[config.mk]
export PLATFORM = sky130hd
export DESIGN_NAME = operand_stage_top
export DESIGN_NICKNAME = d
export VERILOG_FILES = /design/src/hw/rv_pkg.sv /design/src/hw/inst_decoder.sv /design/src/hw/reg_file.sv /design/src/hw/operand_select.sv /design/src/hw/operand_latch.sv /design/src/hw/operand_stage_top.sv
export SDC_FILE = /design/constraint.sdc
export NUM_CORES = 2
export LEC_CHECK = 0
export ABC_AREA = 1
export BUFFER_PORTS_ARGS = -buffer_cell sky130_fd_sc_hd__buf_2
export CORE_UTILIZATION = 40
export DETAILED_ROUTE_END_ITERATION = 7
export PLACE_DENSITY = 0.68
export SYNTH_ARGS = -nofsm -noshare
export SYNTH_HDL_FRONTEND = slang
export SYNTH_SLANG_ARGS = --single-unit
[constraint.sdc]
create_clock -name clk -period 8.4 [get_ports clk]
set_input_delay 0.84 -clock clk [delete_from_list [all_inputs] [get_ports clk]]
set_output_delay 0.84 -clock clk [all_outputs]
set_load 0.005 [all_outputs]
[src/hw/rv_pkg.sv]
package rv_pkg;

    localparam int xlen = 32;
    localparam int reg_addr_w = 5;

    // Source of the first ALU operand
    typedef enum logic [1:0] {
        op1_rs1,
        op1_pc,
        op1_imz,
        op1_zero
    } op1_sel_t;

    // Source of the second ALU operand
    typedef enum logic [2:0] {
        op2_rs2,
        op2_imi,
        op2_ims,
        op2_imj,
        op2_imu,
        op2_zero
    } op2_sel_t;

    // One instruction word seen through the base RV32I formats
    typedef union packed {
        struct packed {
            logic [6:0]            funct7;
            logic [reg_addr_w-1:0] rs2;
            logic [reg_addr_w-1:0] rs1;
            logic [2:0]            funct3;
            logic [reg_addr_w-1:0] rd;
            logic [6:0]            opcode;
        } r;
        struct packed {
            logic [11:0]           imm;
            logic [reg_addr_w-1:0] rs1;
            logic [2:0]            funct3;
            logic [reg_addr_w-1:0] rd;
            logic [6:0]            opcode;
        } i;
        struct packed {
            logic [6:0]            imm_hi;
            logic [reg_addr_w-1:0] rs2;
            logic [reg_addr_w-1:0] rs1;
            logic [2:0]            funct3;
            logic [4:0]            imm_lo;
            logic [6:0]            opcode;
        } s;
        // B and J formats reuse these views with scrambled immediate bits
        struct packed {
            logic [19:0]           imm20;
            logic [reg_addr_w-1:0] rd;
            logic [6:0]            opcode;
        } u;
    } inst_t;

    // Major opcodes
    localparam logic [6:0] opc_op     = 7'b0110011;
    localparam logic [6:0] opc_op_imm = 7'b0010011;
    localparam logic [6:0] opc_load   = 7'b0000011;
    localparam logic [6:0] opc_store  = 7'b0100011;
    localparam logic [6:0] opc_lui    = 7'b0110111;
    localparam logic [6:0] opc_auipc  = 7'b0010111;
    localparam logic [6:0] opc_jal    = 7'b1101111;
    localparam logic [6:0] opc_jalr   = 7'b1100111;
    localparam logic [6:0] opc_branch = 7'b1100011;
    localparam logic [6:0] opc_system = 7'b1110011;

endpackage

[src/hw/inst_decoder.sv]
module inst_decoder (
    input  rv_pkg::inst_t              inst,
    output rv_pkg::op1_sel_t           op1_sel,
    output rv_pkg::op2_sel_t           op2_sel,
    output logic [rv_pkg::xlen-1:0]    imm_i,
    output logic [rv_pkg::xlen-1:0]    imm_s,
    output logic [rv_pkg::xlen-1:0]    imm_j,
    output logic [rv_pkg::xlen-1:0]    imm_u,
    output logic [rv_pkg::xlen-1:0]    imm_z
);

    import rv_pkg::*;

    assign imm_i = {{(xlen-12){inst.i.imm[11]}}, inst.i.imm};

    assign imm_s = {{(xlen-12){inst.s.imm_hi[6]}}, inst.s.imm_hi, inst.s.imm_lo};

    // J immediate is imm[20|10:1|11|19:12] packed into the upper 20 bits
    assign imm_j = {{(xlen-21){inst.u.imm20[19]}},
                    inst.u.imm20[19],
                    inst.u.imm20[7:0],
                    inst.u.imm20[8],
                    inst.u.imm20[18:9],
                    1'b0};

    assign imm_u = {inst.u.imm20, 12'b0};

    // CSR immediate forms carry uimm in the rs1 field
    assign imm_z = {{(xlen-reg_addr_w){1'b0}}, inst.i.rs1};

    always_comb begin
        op1_sel = op1_zero;
        op2_sel = op2_zero;
        case (inst.r.opcode)
            opc_op: begin
                op1_sel = op1_rs1;
                op2_sel = op2_rs2;
            end
            opc_op_imm, opc_load, opc_jalr: begin
                op1_sel = op1_rs1;
                op2_sel = op2_imi;
            end
            opc_store: begin
                op1_sel = op1_rs1;
                op2_sel = op2_ims;
            end
            opc_lui: begin
                op1_sel = op1_zero;
                op2_sel = op2_imu;
            end
            opc_auipc: begin
                op1_sel = op1_pc;
                op2_sel = op2_imu;
            end
            opc_jal: begin
                op1_sel = op1_pc;
                op2_sel = op2_imj;
            end
            opc_branch: begin
                op1_sel = op1_rs1;
                op2_sel = op2_rs2;
            end
            opc_system: begin
                // csrrwi / csrrsi / csrrci
                if (inst.r.funct3[2]) begin
                    op1_sel = op1_imz;
                    op2_sel = op2_zero;
                end
            end
            default: begin
                op1_sel = op1_zero;
                op2_sel = op2_zero;
            end
        endcase
    end

endmodule

[src/hw/reg_file.sv]
module reg_file (
    input  logic                             clk,
    input  logic                             rst_n,
    input  logic                             we,
    input  logic [rv_pkg::reg_addr_w-1:0]    waddr,
    input  logic [rv_pkg::xlen-1:0]          wdata,
    input  logic [rv_pkg::reg_addr_w-1:0]    raddr1,
    input  logic [rv_pkg::reg_addr_w-1:0]    raddr2,
    output logic [rv_pkg::xlen-1:0]          rdata1,
    output logic [rv_pkg::xlen-1:0]          rdata2
);

    import rv_pkg::*;

    localparam int depth = 1 << reg_addr_w;

    logic [xlen-1:0] regs [depth];

    always_ff @(posedge clk) begin
        if (!rst_n) begin
            for (int i = 0; i < depth; i++) begin
                regs[i] <= '0;
            end
        end else if (we && waddr != '0) begin
            regs[waddr] <= wdata;
        end
    end

    // x0 reads as zero regardless of array contents
    assign rdata1 = (raddr1 == '0) ? '0 : regs[raddr1];
    assign rdata2 = (raddr2 == '0) ? '0 : regs[raddr2];

endmodule

[src/hw/operand_select.sv]
module operand_select (
    input  rv_pkg::inst_t                    inst,
    input  logic [rv_pkg::xlen-1:0]          pc,
    input  logic                             valid,
    input  rv_pkg::op1_sel_t                 op1_sel,
    input  rv_pkg::op2_sel_t                 op2_sel,
    input  logic [rv_pkg::xlen-1:0]          imm_i,
    input  logic [rv_pkg::xlen-1:0]          imm_s,
    input  logic [rv_pkg::xlen-1:0]          imm_j,
    input  logic [rv_pkg::xlen-1:0]          imm_u,
    input  logic [rv_pkg::xlen-1:0]          imm_z,

    output logic [rv_pkg::reg_addr_w-1:0]    rs1_addr,
    output logic [rv_pkg::reg_addr_w-1:0]    rs2_addr,
    input  logic [rv_pkg::xlen-1:0]          rs1_rdata,
    input  logic [rv_pkg::xlen-1:0]          rs2_rdata,

    input  logic                             fw_exe_valid,
    input  logic [rv_pkg::reg_addr_w-1:0]    fw_exe_addr,
    input  logic [rv_pkg::xlen-1:0]          fw_exe_wdata,
    input  logic                             fw_exe_fwdable,
    input  logic                             fw_mem_valid,
    input  logic [rv_pkg::reg_addr_w-1:0]    fw_mem_addr,
    input  logic [rv_pkg::xlen-1:0]          fw_mem_wdata,
    input  logic                             fw_mem_fwdable,
    input  logic                             fw_csr_valid,
    input  logic [rv_pkg::reg_addr_w-1:0]    fw_csr_addr,
    input  logic [rv_pkg::xlen-1:0]          fw_csr_wdata,
    input  logic                             fw_csr_fwdable,
    input  logic                             fw_wbk_valid,
    input  logic [rv_pkg::reg_addr_w-1:0]    fw_wbk_addr,
    input  logic [rv_pkg::xlen-1:0]          fw_wbk_wdata,
    input  logic                             fw_wbk_fwdable,

    output logic [rv_pkg::xlen-1:0]          next_op1,
    output logic [rv_pkg::xlen-1:0]          next_op2,
    output logic [rv_pkg::xlen-1:0]          next_rs2,
    output logic                             hazard
);

    import rv_pkg::*;

    // Index 0 has the highest priority
    logic [3:0]                       fw_valid;
    logic [3:0][reg_addr_w-1:0]       fw_addr;
    logic [3:0][xlen-1:0]             fw_wdata;
    logic [3:0]                       fw_fwdable;

    logic [xlen-1:0] rs1_data;
    logic [xlen-1:0] rs2_data;
    logic            rs1_blocked;
    logic            rs2_blocked;

    assign fw_valid   = {fw_wbk_valid, fw_csr_valid, fw_mem_valid, fw_exe_valid};
    assign fw_addr    = {fw_wbk_addr, fw_csr_addr, fw_mem_addr, fw_exe_addr};
    assign fw_wdata   = {fw_wbk_wdata, fw_csr_wdata, fw_mem_wdata, fw_exe_wdata};
    assign fw_fwdable = {fw_wbk_fwdable, fw_csr_fwdable, fw_mem_fwdable, fw_exe_fwdable};

    function automatic void resolve(
        input  logic [reg_addr_w-1:0]       rs,
        input  logic [xlen-1:0]             rf_data,
        input  logic [3:0]                  f_valid,
        input  logic [3:0][reg_addr_w-1:0]  f_addr,
        input  logic [3:0][xlen-1:0]        f_wdata,
        input  logic [3:0]                  f_fwdable,
        output logic [xlen-1:0]             data,
        output logic                        blocked
    );
        logic found;
        found   = 1'b0;
        data    = rf_data;
        blocked = 1'b0;
        for (int i = 0; i < 4; i++) begin
            if (!found && f_valid[i] && f_addr[i] == rs && rs != '0) begin
                found   = 1'b1;
                data    = f_wdata[i];
                blocked = !f_fwdable[i];
            end
        end
    endfunction

    assign rs1_addr = inst.r.rs1;
    assign rs2_addr = inst.r.rs2;

    always_comb begin
        resolve(rs1_addr, rs1_rdata, fw_valid, fw_addr, fw_wdata, fw_fwdable,
                rs1_data, rs1_blocked);
        resolve(rs2_addr, rs2_rdata, fw_valid, fw_addr, fw_wdata, fw_fwdable,
                rs2_data, rs2_blocked);
    end

    // Both fields are checked even when the opcode ignores one of them
    assign hazard = valid && (rs1_blocked || rs2_blocked);

    always_comb begin
        case (op1_sel)
            op1_rs1: next_op1 = rs1_data;
            op1_pc:  next_op1 = pc;
            op1_imz: next_op1 = imm_z;
            default: next_op1 = '0;
        endcase
    end

    always_comb begin
        case (op2_sel)
            op2_rs2: next_op2 = rs2_data;
            op2_imi: next_op2 = imm_i;
            op2_ims: next_op2 = imm_s;
            op2_imj: next_op2 = imm_j;
            op2_imu: next_op2 = imm_u;
            default: next_op2 = '0;
        endcase
    end

    // Store data and branch compare source
    assign next_rs2 = rs2_data;

endmodule

[src/hw/operand_latch.sv]
module operand_latch (
    input  logic                       clk,
    input  logic                       rst_n,
    input  logic                       in_valid,
    input  logic                       stall,
    input  logic [rv_pkg::xlen-1:0]    op1,
    input  logic [rv_pkg::xlen-1:0]    op2,
    input  logic [rv_pkg::xlen-1:0]    rs2,
    output logic                       out_valid,
    output logic [rv_pkg::xlen-1:0]    out_op1,
    output logic [rv_pkg::xlen-1:0]    out_op2,
    output logic [rv_pkg::xlen-1:0]    out_rs2
);

    logic load;

    // A stalled instruction turns into a bubble
    assign load = in_valid && !stall;

    always_ff @(posedge clk) begin
        if (!rst_n) begin
            out_valid <= 1'b0;
        end else begin
            out_valid <= load;
        end
    end

    // Operands stay put across bubbles
    always_ff @(posedge clk) begin
        if (load) begin
            out_op1 <= op1;
            out_op2 <= op2;
            out_rs2 <= rs2;
        end
    end

endmodule

[src/hw/operand_stage_top.sv]
module operand_stage_top (
    input  logic                             clk,
    input  logic                             rst_n,

    input  logic                             inst_valid,
    input  rv_pkg::inst_t                    inst,
    input  logic [rv_pkg::xlen-1:0]          pc,

    input  logic                             wb_en,
    input  logic [rv_pkg::reg_addr_w-1:0]    wb_addr,
    input  logic [rv_pkg::xlen-1:0]          wb_data,

    input  logic                             fw_exe_valid,
    input  logic [rv_pkg::reg_addr_w-1:0]    fw_exe_addr,
    input  logic [rv_pkg::xlen-1:0]          fw_exe_wdata,
    input  logic                             fw_exe_fwdable,
    input  logic                             fw_mem_valid,
    input  logic [rv_pkg::reg_addr_w-1:0]    fw_mem_addr,
    input  logic [rv_pkg::xlen-1:0]          fw_mem_wdata,
    input  logic                             fw_mem_fwdable,
    input  logic                             fw_csr_valid,
    input  logic [rv_pkg::reg_addr_w-1:0]    fw_csr_addr,
    input  logic [rv_pkg::xlen-1:0]          fw_csr_wdata,
    input  logic                             fw_csr_fwdable,
    input  logic                             fw_wbk_valid,
    input  logic [rv_pkg::reg_addr_w-1:0]    fw_wbk_addr,
    input  logic [rv_pkg::xlen-1:0]          fw_wbk_wdata,
    input  logic                             fw_wbk_fwdable,

    output logic                             stall,
    output logic                             out_valid,
    output logic [rv_pkg::xlen-1:0]          out_op1,
    output logic [rv_pkg::xlen-1:0]          out_op2,
    output logic [rv_pkg::xlen-1:0]          out_rs2
);

    import rv_pkg::*;

    op1_sel_t              op1_sel;
    op2_sel_t              op2_sel;
    logic [xlen-1:0]       imm_i;
    logic [xlen-1:0]       imm_s;
    logic [xlen-1:0]       imm_j;
    logic [xlen-1:0]       imm_u;
    logic [xlen-1:0]       imm_z;
    logic [reg_addr_w-1:0] rs1_addr;
    logic [reg_addr_w-1:0] rs2_addr;
    logic [xlen-1:0]       rs1_rdata;
    logic [xlen-1:0]       rs2_rdata;
    logic [xlen-1:0]       next_op1;
    logic [xlen-1:0]       next_op2;
    logic [xlen-1:0]       next_rs2;

    inst_decoder u_decoder (
        .inst    (inst),
        .op1_sel (op1_sel),
        .op2_sel (op2_sel),
        .imm_i   (imm_i),
        .imm_s   (imm_s),
        .imm_j   (imm_j),
        .imm_u   (imm_u),
        .imm_z   (imm_z)
    );

    reg_file u_reg_file (
        .clk    (clk),
        .rst_n  (rst_n),
        .we     (wb_en),
        .waddr  (wb_addr),
        .wdata  (wb_data),
        .raddr1 (rs1_addr),
        .raddr2 (rs2_addr),
        .rdata1 (rs1_rdata),
        .rdata2 (rs2_rdata)
    );

    operand_select u_select (
        .inst           (inst),
        .pc             (pc),
        .valid          (inst_valid),
        .op1_sel        (op1_sel),
        .op2_sel        (op2_sel),
        .imm_i          (imm_i),
        .imm_s          (imm_s),
        .imm_j          (imm_j),
        .imm_u          (imm_u),
        .imm_z          (imm_z),
        .rs1_addr       (rs1_addr),
        .rs2_addr       (rs2_addr),
        .rs1_rdata      (rs1_rdata),
        .rs2_rdata      (rs2_rdata),
        .fw_exe_valid   (fw_exe_valid),
        .fw_exe_addr    (fw_exe_addr),
        .fw_exe_wdata   (fw_exe_wdata),
        .fw_exe_fwdable (fw_exe_fwdable),
        .fw_mem_valid   (fw_mem_valid),
        .fw_mem_addr    (fw_mem_addr),
        .fw_mem_wdata   (fw_mem_wdata),
        .fw_mem_fwdable (fw_mem_fwdable),
        .fw_csr_valid   (fw_csr_valid),
        .fw_csr_addr    (fw_csr_addr),
        .fw_csr_wdata   (fw_csr_wdata),
        .fw_csr_fwdable (fw_csr_fwdable),
        .fw_wbk_valid   (fw_wbk_valid),
        .fw_wbk_addr    (fw_wbk_addr),
        .fw_wbk_wdata   (fw_wbk_wdata),
        .fw_wbk_fwdable (fw_wbk_fwdable),
        .next_op1       (next_op1),
        .next_op2       (next_op2),
        .next_rs2       (next_rs2),
        .hazard         (stall)
    );

    operand_latch u_latch (
        .clk       (clk),
        .rst_n     (rst_n),
        .in_valid  (inst_valid),
        .stall     (stall),
        .op1       (next_op1),
        .op2       (next_op2),
        .rs2       (next_rs2),
        .out_valid (out_valid),
        .out_op1   (out_op1),
        .out_op2   (out_op2),
        .out_rs2   (out_rs2)
    );

endmodule

Yosys cells after proc, flatten, opt, wreduce, memory -nomap -nowiden

Memories as Yosys holds them, arrays and structs flattened.
Index checks and enable logic that the tools add are counted.
Widths: inputs -> output; s select.

Add/sub/neg operators: 0
Multiply operators: 0
Divide/modulo/power cells: 0
$lt $le $gt $ge: 0
Eq/ne operators: 24
Shift operators: 0
Mux-type cells: 36
Bitwise gates (word level): 0
Reduce and logical (&&, ||, !) cells: 50

Operators by type and width:

| operator           | number |
|---|---|
| $mux 32            | 11 |
| $pmux 32 s5        | 1 |
| $pmux 32 s3        | 1 |
| $eq 5x5->1         | 8 |
| $reduce_or 32->1   | 1 |
| $eq 7x7->1 const B | 4 |
| $logic_and 1x1->1  | 25 |
| $eq 7x6->1 const B | 3 |
| $mux 1             | 20 |
| $pmux 3 s5         | 1 |
| $reduce_bool 5->1  | 3 |
| $eq 7x5->1 const B | 2 |
| $logic_not 1->1    | 11 |
| $logic_not 5->1    | 2 |
| $eq 7x2->1 const B | 1 |
| $eq 3x2->1 const B | 2 |
| $pmux 2 s3         | 1 |
| $reduce_or 2->1    | 3 |
| $reduce_or 6->1    | 1 |
| $mux 5             | 1 |
| $eq 3x1->1 const B | 1 |
| $eq 3x3->1 const B | 1 |
| $logic_not 3->1    | 1 |
| $reduce_or 3->1    | 1 |
| other kinds (4)    | 4 |

Flip-flop bits (word level): 97
Latch bits: 0
Bits in writable memories: 1024
Bits in read-only memories: 0
Bits of input ports: 261
Memories: 1

Memories:

| name            | words | bits a word | read ports | clocked after memory_dff | write ports | line           | RTL |
|---|---|---|---|---|---|---|---|
| u_reg_file.regs | 32    | 32          | 2          | 0                        | 32          | reg_file.sv:17 | `logic [xlen-1:0] regs [depth];` |

Longest topological paths before layout

Depth after elaboration: 23
Depth in mapped cells: 19
Gate-level depth less buffers: 17

By module

Synthesis repeated with hierarchy kept, for this count alone.

Cells, all modules: 9052
Area, all modules: 67518.5 sq um

Modules (own cells, without submodules):

| module         | instances | cells each | area an instance (sq um) |
|---|---|---|---|
| reg_file       | 1         | 7255       | 56653.1 |
| operand_select | 1         | 1491       | 6536.3 |
| operand_latch  | 1         | 102        | 2926.6 |
| inst_decoder   | 1         | 204        | 1402.6 |

Worst setup path after synthesis

OpenSTA, ideal clock, no wires.

Path type: input port to flip-flop
From: in inst[22] in the netlist's numbering
To: reg u_latch.out_op1[0] in the netlist's numbering, enable pin
Setup time: 0.450 ns
Arrival time: 4.159 ns
Data required time: 7.950 ns
Path slack: 3.791 ns
Stages on the path: 16
Buffers on the path: 3
Path through: buf_4 > inv_2 > nand2_1 > a21oi_1 > nand2_2 > nor2_8 > inv_2 > o21ai_2 > nor2_2 > buf_6 > buf_6 > nand2_1 > nand2_1 > nor2_1 > nand3_1 > inv_1

Longest elaborated chain between the ends: 23
Elaborated cells on any way between the ends: 30

Ends and longest elaborated chain:

| element                         | line                   | RTL |
|---|---|---|
| from (decl)                     | operand_stage_top.sv:6 | `input rv_pkg::inst_t inst,` |
| $eq 5x5->1                      | operand_select.sv:74   | `if (!found && f_valid[i] && f_addr[i] == rs && rs != '0) begin` |
| $logic_and 1x1->1 (2 in series) | operand_select.sv:74   |  |
| $mux 1                          | operand_select.sv:74   |  |
| $logic_not 1->1                 | operand_select.sv:74   |  |
| $logic_and 1x1->1 (3 in series) | operand_select.sv:74   |  |
| $mux 1                          | operand_select.sv:74   |  |
| $logic_not 1->1                 | operand_select.sv:74   |  |
| $logic_and 1x1->1 (3 in series) | operand_select.sv:74   |  |
| $mux 1                          | operand_select.sv:74   |  |
| $logic_not 1->1                 | operand_select.sv:74   |  |
| $logic_and 1x1->1 (3 in series) | operand_select.sv:74   |  |
| $mux 1 *                        | operand_select.sv:74   |  |
| $logic_or 1x1->1 *              | operand_select.sv:93   | `assign hazard = valid && (rs1_blocked \|\| rs2_blocked);` |
| $logic_and 1x1->1 *             | operand_select.sv:93   |  |
| $logic_not 1->1 *               | operand_latch.sv:18    | `assign load = in_valid && !stall;` |
| $logic_and 1x1->1 *             | operand_latch.sv:18    |  |
| net u_latch.load                | operand_latch.sv:15    | `logic load;` |
| to (signal assigned)            | operand_latch.sv:31    | `out_op1 <= op1;` |
| to (decl)                       | operand_latch.sv:10    | `output logic [rv_pkg::xlen-1:0] out_op1,` |

Mark *: on every way through the listed nets, which the timed path passes. The rest lies on a longest branch.
A chain may end at the register's enable or synchronous reset.

Worst setup path in the final report

From: in inst[18] in the netlist's numbering
To: out stall

Longest elaborated chain between the ends: 21
Elaborated cells on any way between the ends: 28

Ends and longest elaborated chain:

| element                         | line                    | RTL |
|---|---|---|
| $eq 5x5->1                      | operand_select.sv:74    |  |
| $logic_and 1x1->1 (2 in series) | operand_select.sv:74    |  |
| $mux 1                          | operand_select.sv:74    |  |
| $logic_not 1->1                 | operand_select.sv:74    |  |
| $logic_and 1x1->1 (3 in series) | operand_select.sv:74    |  |
| $mux 1                          | operand_select.sv:74    |  |
| $logic_not 1->1                 | operand_select.sv:74    |  |
| $logic_and 1x1->1 (3 in series) | operand_select.sv:74    |  |
| $mux 1                          | operand_select.sv:74    |  |
| $logic_not 1->1                 | operand_select.sv:74    |  |
| $logic_and 1x1->1 (3 in series) | operand_select.sv:74    |  |
| $mux 1 *                        | operand_select.sv:74    |  |
| $logic_or 1x1->1 *              | operand_select.sv:93    |  |
| $logic_and 1x1->1 *             | operand_select.sv:93    |  |
| to (decl)                       | operand_stage_top.sv:30 | `output logic stall,` |

Mark *: on every way between the ends. The rest lies on a longest branch, timed or not.

==> summary.txt <==
Outcome
  – Violated checks: DRC
  – Status: finished with violations

Setup path
  – Slowest stage delay, CP: ~0.73 ns
  – CP Max Fanout: 65
  – CP Launch Type: primary input
  – Critical path cell sequence: buf_2 > buf_4 > nor2_4 > buf_4 > nand4_1 > nand2_1 > nor2_4 > nor2_4 > nand2_4 > nand2_1 > nor2_4 > buf_4 > nand2_1 > nand2_1 > nor2_1 > a21oi_1 > buf_2
  – Worst R2R Start: u_reg_file.regs[5][24]
  – Worst EP arrival: ~5.1 ns
  – Crit. End Element: output port
  – Cell count of the worst reg-to-reg path: 14
  – CP delay by family, top: simple AND/OR/NAND/NOR gates
  – Slowest CP cell: nor2_4
  – WS Path Type: primary input to output port
  – Crit Reg-Reg Endpoint: u_latch.out_op2[24]
  – Flop-to-flop setup slack: between 5 and 6 ns
  – Buf+Inv Stages, Crit Path: 5
  – Worst EP required: 7.56 ns
  – Worst setup path start: inst[18]

Yosys
  – Ranking of synthesized cells by area: edfxtp_1 (53%), nand2_1 (12%), nor2_1 (8.5%)
  – Average cell area after synthesis: 7.98 sq um
  – Distinct cells, synth: 46
  – #FFs+latches synth: between 1000 and 1500
  – Top-count cell post-synth: nand2_1
  – Post-synth top cells: nand2_1 (2006), nor2_1 (1454), edfxtp_1 (1120)
  – Area fraction of the dominant cell type after synthesis: 52.6%
  – Synth area leader: edfxtp_1
  – Post-synth ARST share: 0%
  – Sequential cell area fraction in the yosys report: roughly 53%
  – Netlist Area Pre-Place: about 0.064 sq mm
  – YS warnings: 0
  – Post-synth EDFFs: 1120
  – Synthesized instance count: 8016
  – Synth Flop Type: edfxtp_1

Layout
  – Post-layout util: 44.5%
  – Area added between synthesis and finish: 10.2%
  – Final nets: a little over 8000
  – Finished Layout Cells: between 10000 and 15000
  – Share of cells above drive strength 1: under 10%
  – # fillers: between 15000 and 20000

Timing
  – Fin Setup TNS: 0 ns
  – Final Critical Period: between 5 and 6 ns
  – Fin. max-slew vios: 0
  – Hold slack: about 0.34 ns
  – Least-Margin Pin Slew: approximately 1.3 ns
  – Clock skew: around 0.04 ns
  – Max transition margin: between 10% and 20%
  – Final hold vios: 0
  – Period utilization: between 70 and 80%
  – Final setup violation count: 0
  – RSZ-0062 raised after global routing: false
  – Max Clk Rate: ~0.17 GHz

Power
  – Pwr Total: 13.9 mW
  – Leak Pwr: around 30 nW
  – Pwr dens: just under 200 mW/mm^2
  – Worst VDD drop: 0.176 mV

Drt
  – Antenna-violating nets left: 0
  – Routed via count: ~60000
  – DR WL/cell: 25.4 microns
  – # DRC: 1
  – Drt total wl: about 260000 microns
  – Via-to-Cell Ratio: ~6
  – Drt first pass iters: 8
  – Starting DRC count in detailed routing: just under 10000

Worst hold path
  – Worst Hold End: u_latch.out_op1[18]
  – Hold path cells: 3
  – HP Class: primary input to register
  – Min-delay src: pc[18]

Global routing
  – Gr ovfl total: 0
  – Largest net degree at the start of global routing: around 220
  – Met3 Use GR: 7.94%
  – Met2 Use GR: between 40% and 50%
  – Initial antenna violation count: 11
  – Met1 Track Usage GR: just under 40%
  – GRT busiest layer: met2
  – Vias in the first global route: roughly 56000
  – GRT Util Overall: 30.7%
  – First-pass GRT wire length: around 370000 microns

Floorplanning
  – Die height: between 400 and 500 microns
  – Die Footprint: between 0.15 and 0.2 sq mm
  – Initial core utilization: 40.3%
  – IO Pins: 359
  – Site Rows: ~150
  – Core area: roughly 0.16 sq mm
  – Die W: around 400 microns

Clock tree
  – Post-CTS Setup Inserts: 0
  – CTS root buf: clkbuf_16
  – Post-CTS resize count: 0
  – CTS Buf Count: approximately 120
  – # H-tree levels: 3
  – Worst-Skew Late Latency: around 0.79 ns
  – Total clock sinks: roughly 1100
  – CTS tree: yes
  – Clk buf depth: 3
  – CTS Hold Bufs: 0
  – Reg clk slew, reported paths: approximately 0.070 ns

Job
  – Max-cap violation count: 0

Placement
  – Port Buf Inserts: roughly 360
  – Dpl cells: just under 10000
  – RD Place Congestion: about 1
  – Hpwl dp: about 160000 microns
## worst max-delay path by stage
stage | end | slack (ns) | cells after the start
finish | stall | 2.50 | 17
global route | stall | 2.30 | 17
CTS | stall | 2.59 | 17
detailed placement | u_latch.out_op2[8] | 2.59 | 18
global placement | stall | 2.58 | 17
floorplan | u_latch.out_op1[0] | 3.79 | 16
## power breakdown
group / internal (mW) / total, mW / switching [mW]
sequential: 6.49 / 6.63 / 0.138
clock: 2.91 / 5.26 / 2.34
combinational: 0.511 / 2.05 / 1.53
total: 9.92 / 13.9 / 4.02
## state kept, by name, summed over array words and instances, names as in the netlist
name / cells
u_latch.out_op1: 32
u_latch.out_op2: 32
u_latch.out_rs2: 32
u_latch.out_valid: 1
u_reg_file.regs: 1024
## metrics by stage
step           cell area (sq um)  setup slack [ns]
4_1_cts                    70500              2.59
6_report                   70500              2.50
5_1_grt                    70500              2.30
2_1_floorplan              64100              3.79
3_5_place_dp               66700              2.59
3_3_place_gp               66700              2.58
## metal layers
| metal | vias to the layer above | routed length (microns) |
|---|---|---|
| met5 | - | 58 |
| met4 | 10 | 18400 |
| met3 | 921 | 36300 |
| met2 | 4718 | 112000 |
| met1 | 28254 | 91400 |
| li1 | 26558 | - |
## worst min-delay path, cell delays in order
cell and delay [ns]:
buf_2 0.08, nand2_1 0.04, nand2_1 0.06
## layout by cell type (no fill, tap or decap), types with 9 or more instances in the layout
master	count
o211ai_1	407
a21oi_1	422
buf_2	351
conb_1	32
clkbuf_16	120
o21ai_1	64
clkinv_1	37
bufinv_16	10
edfxtp_1	1120
o21ai_0	348
nand2_2	44
nand4_1	10
nand3_1	833
clkbuf_1	27
nor3_1	13
inv_1	561
xor2_1	13
inv_2	13
clkinv_2	16
nor2_1	1452
nand2_1	1964
buf_4	126
nor2_4	9
## cell families (layout without fill, tap and decap cells)
| logic type | after synthesis | count (layout) | synth area share [%] |
|---|---|---|---|
| simple gates | 4342 | 4342 | 27.5 |
| buf+inv | 1268 | 1289 | 8.08 |
| xor+xnor | 17 | 17 | 0.233 |
| flops | 1121 | 1121 | 52.6 |
| other cells | 1 | 37 | 0.00586 |
| compound gates | 1267 | 1267 | 11.6 |
## area by class of cell
type	count	area (sq um)	share of cell area, %
flip-flops and latches	1121	33700	47.7
clock inverters	72	638	0.905
well taps	2072	2590	3.68
diodes	5	12.5	0.0177
multi-input cells	5658	25400	36.0
repair buffers	488	2890	4.11
clock buffers	147	3100	4.40
inverters	582	2210	3.14
Power figures use the tool's default switching activity.
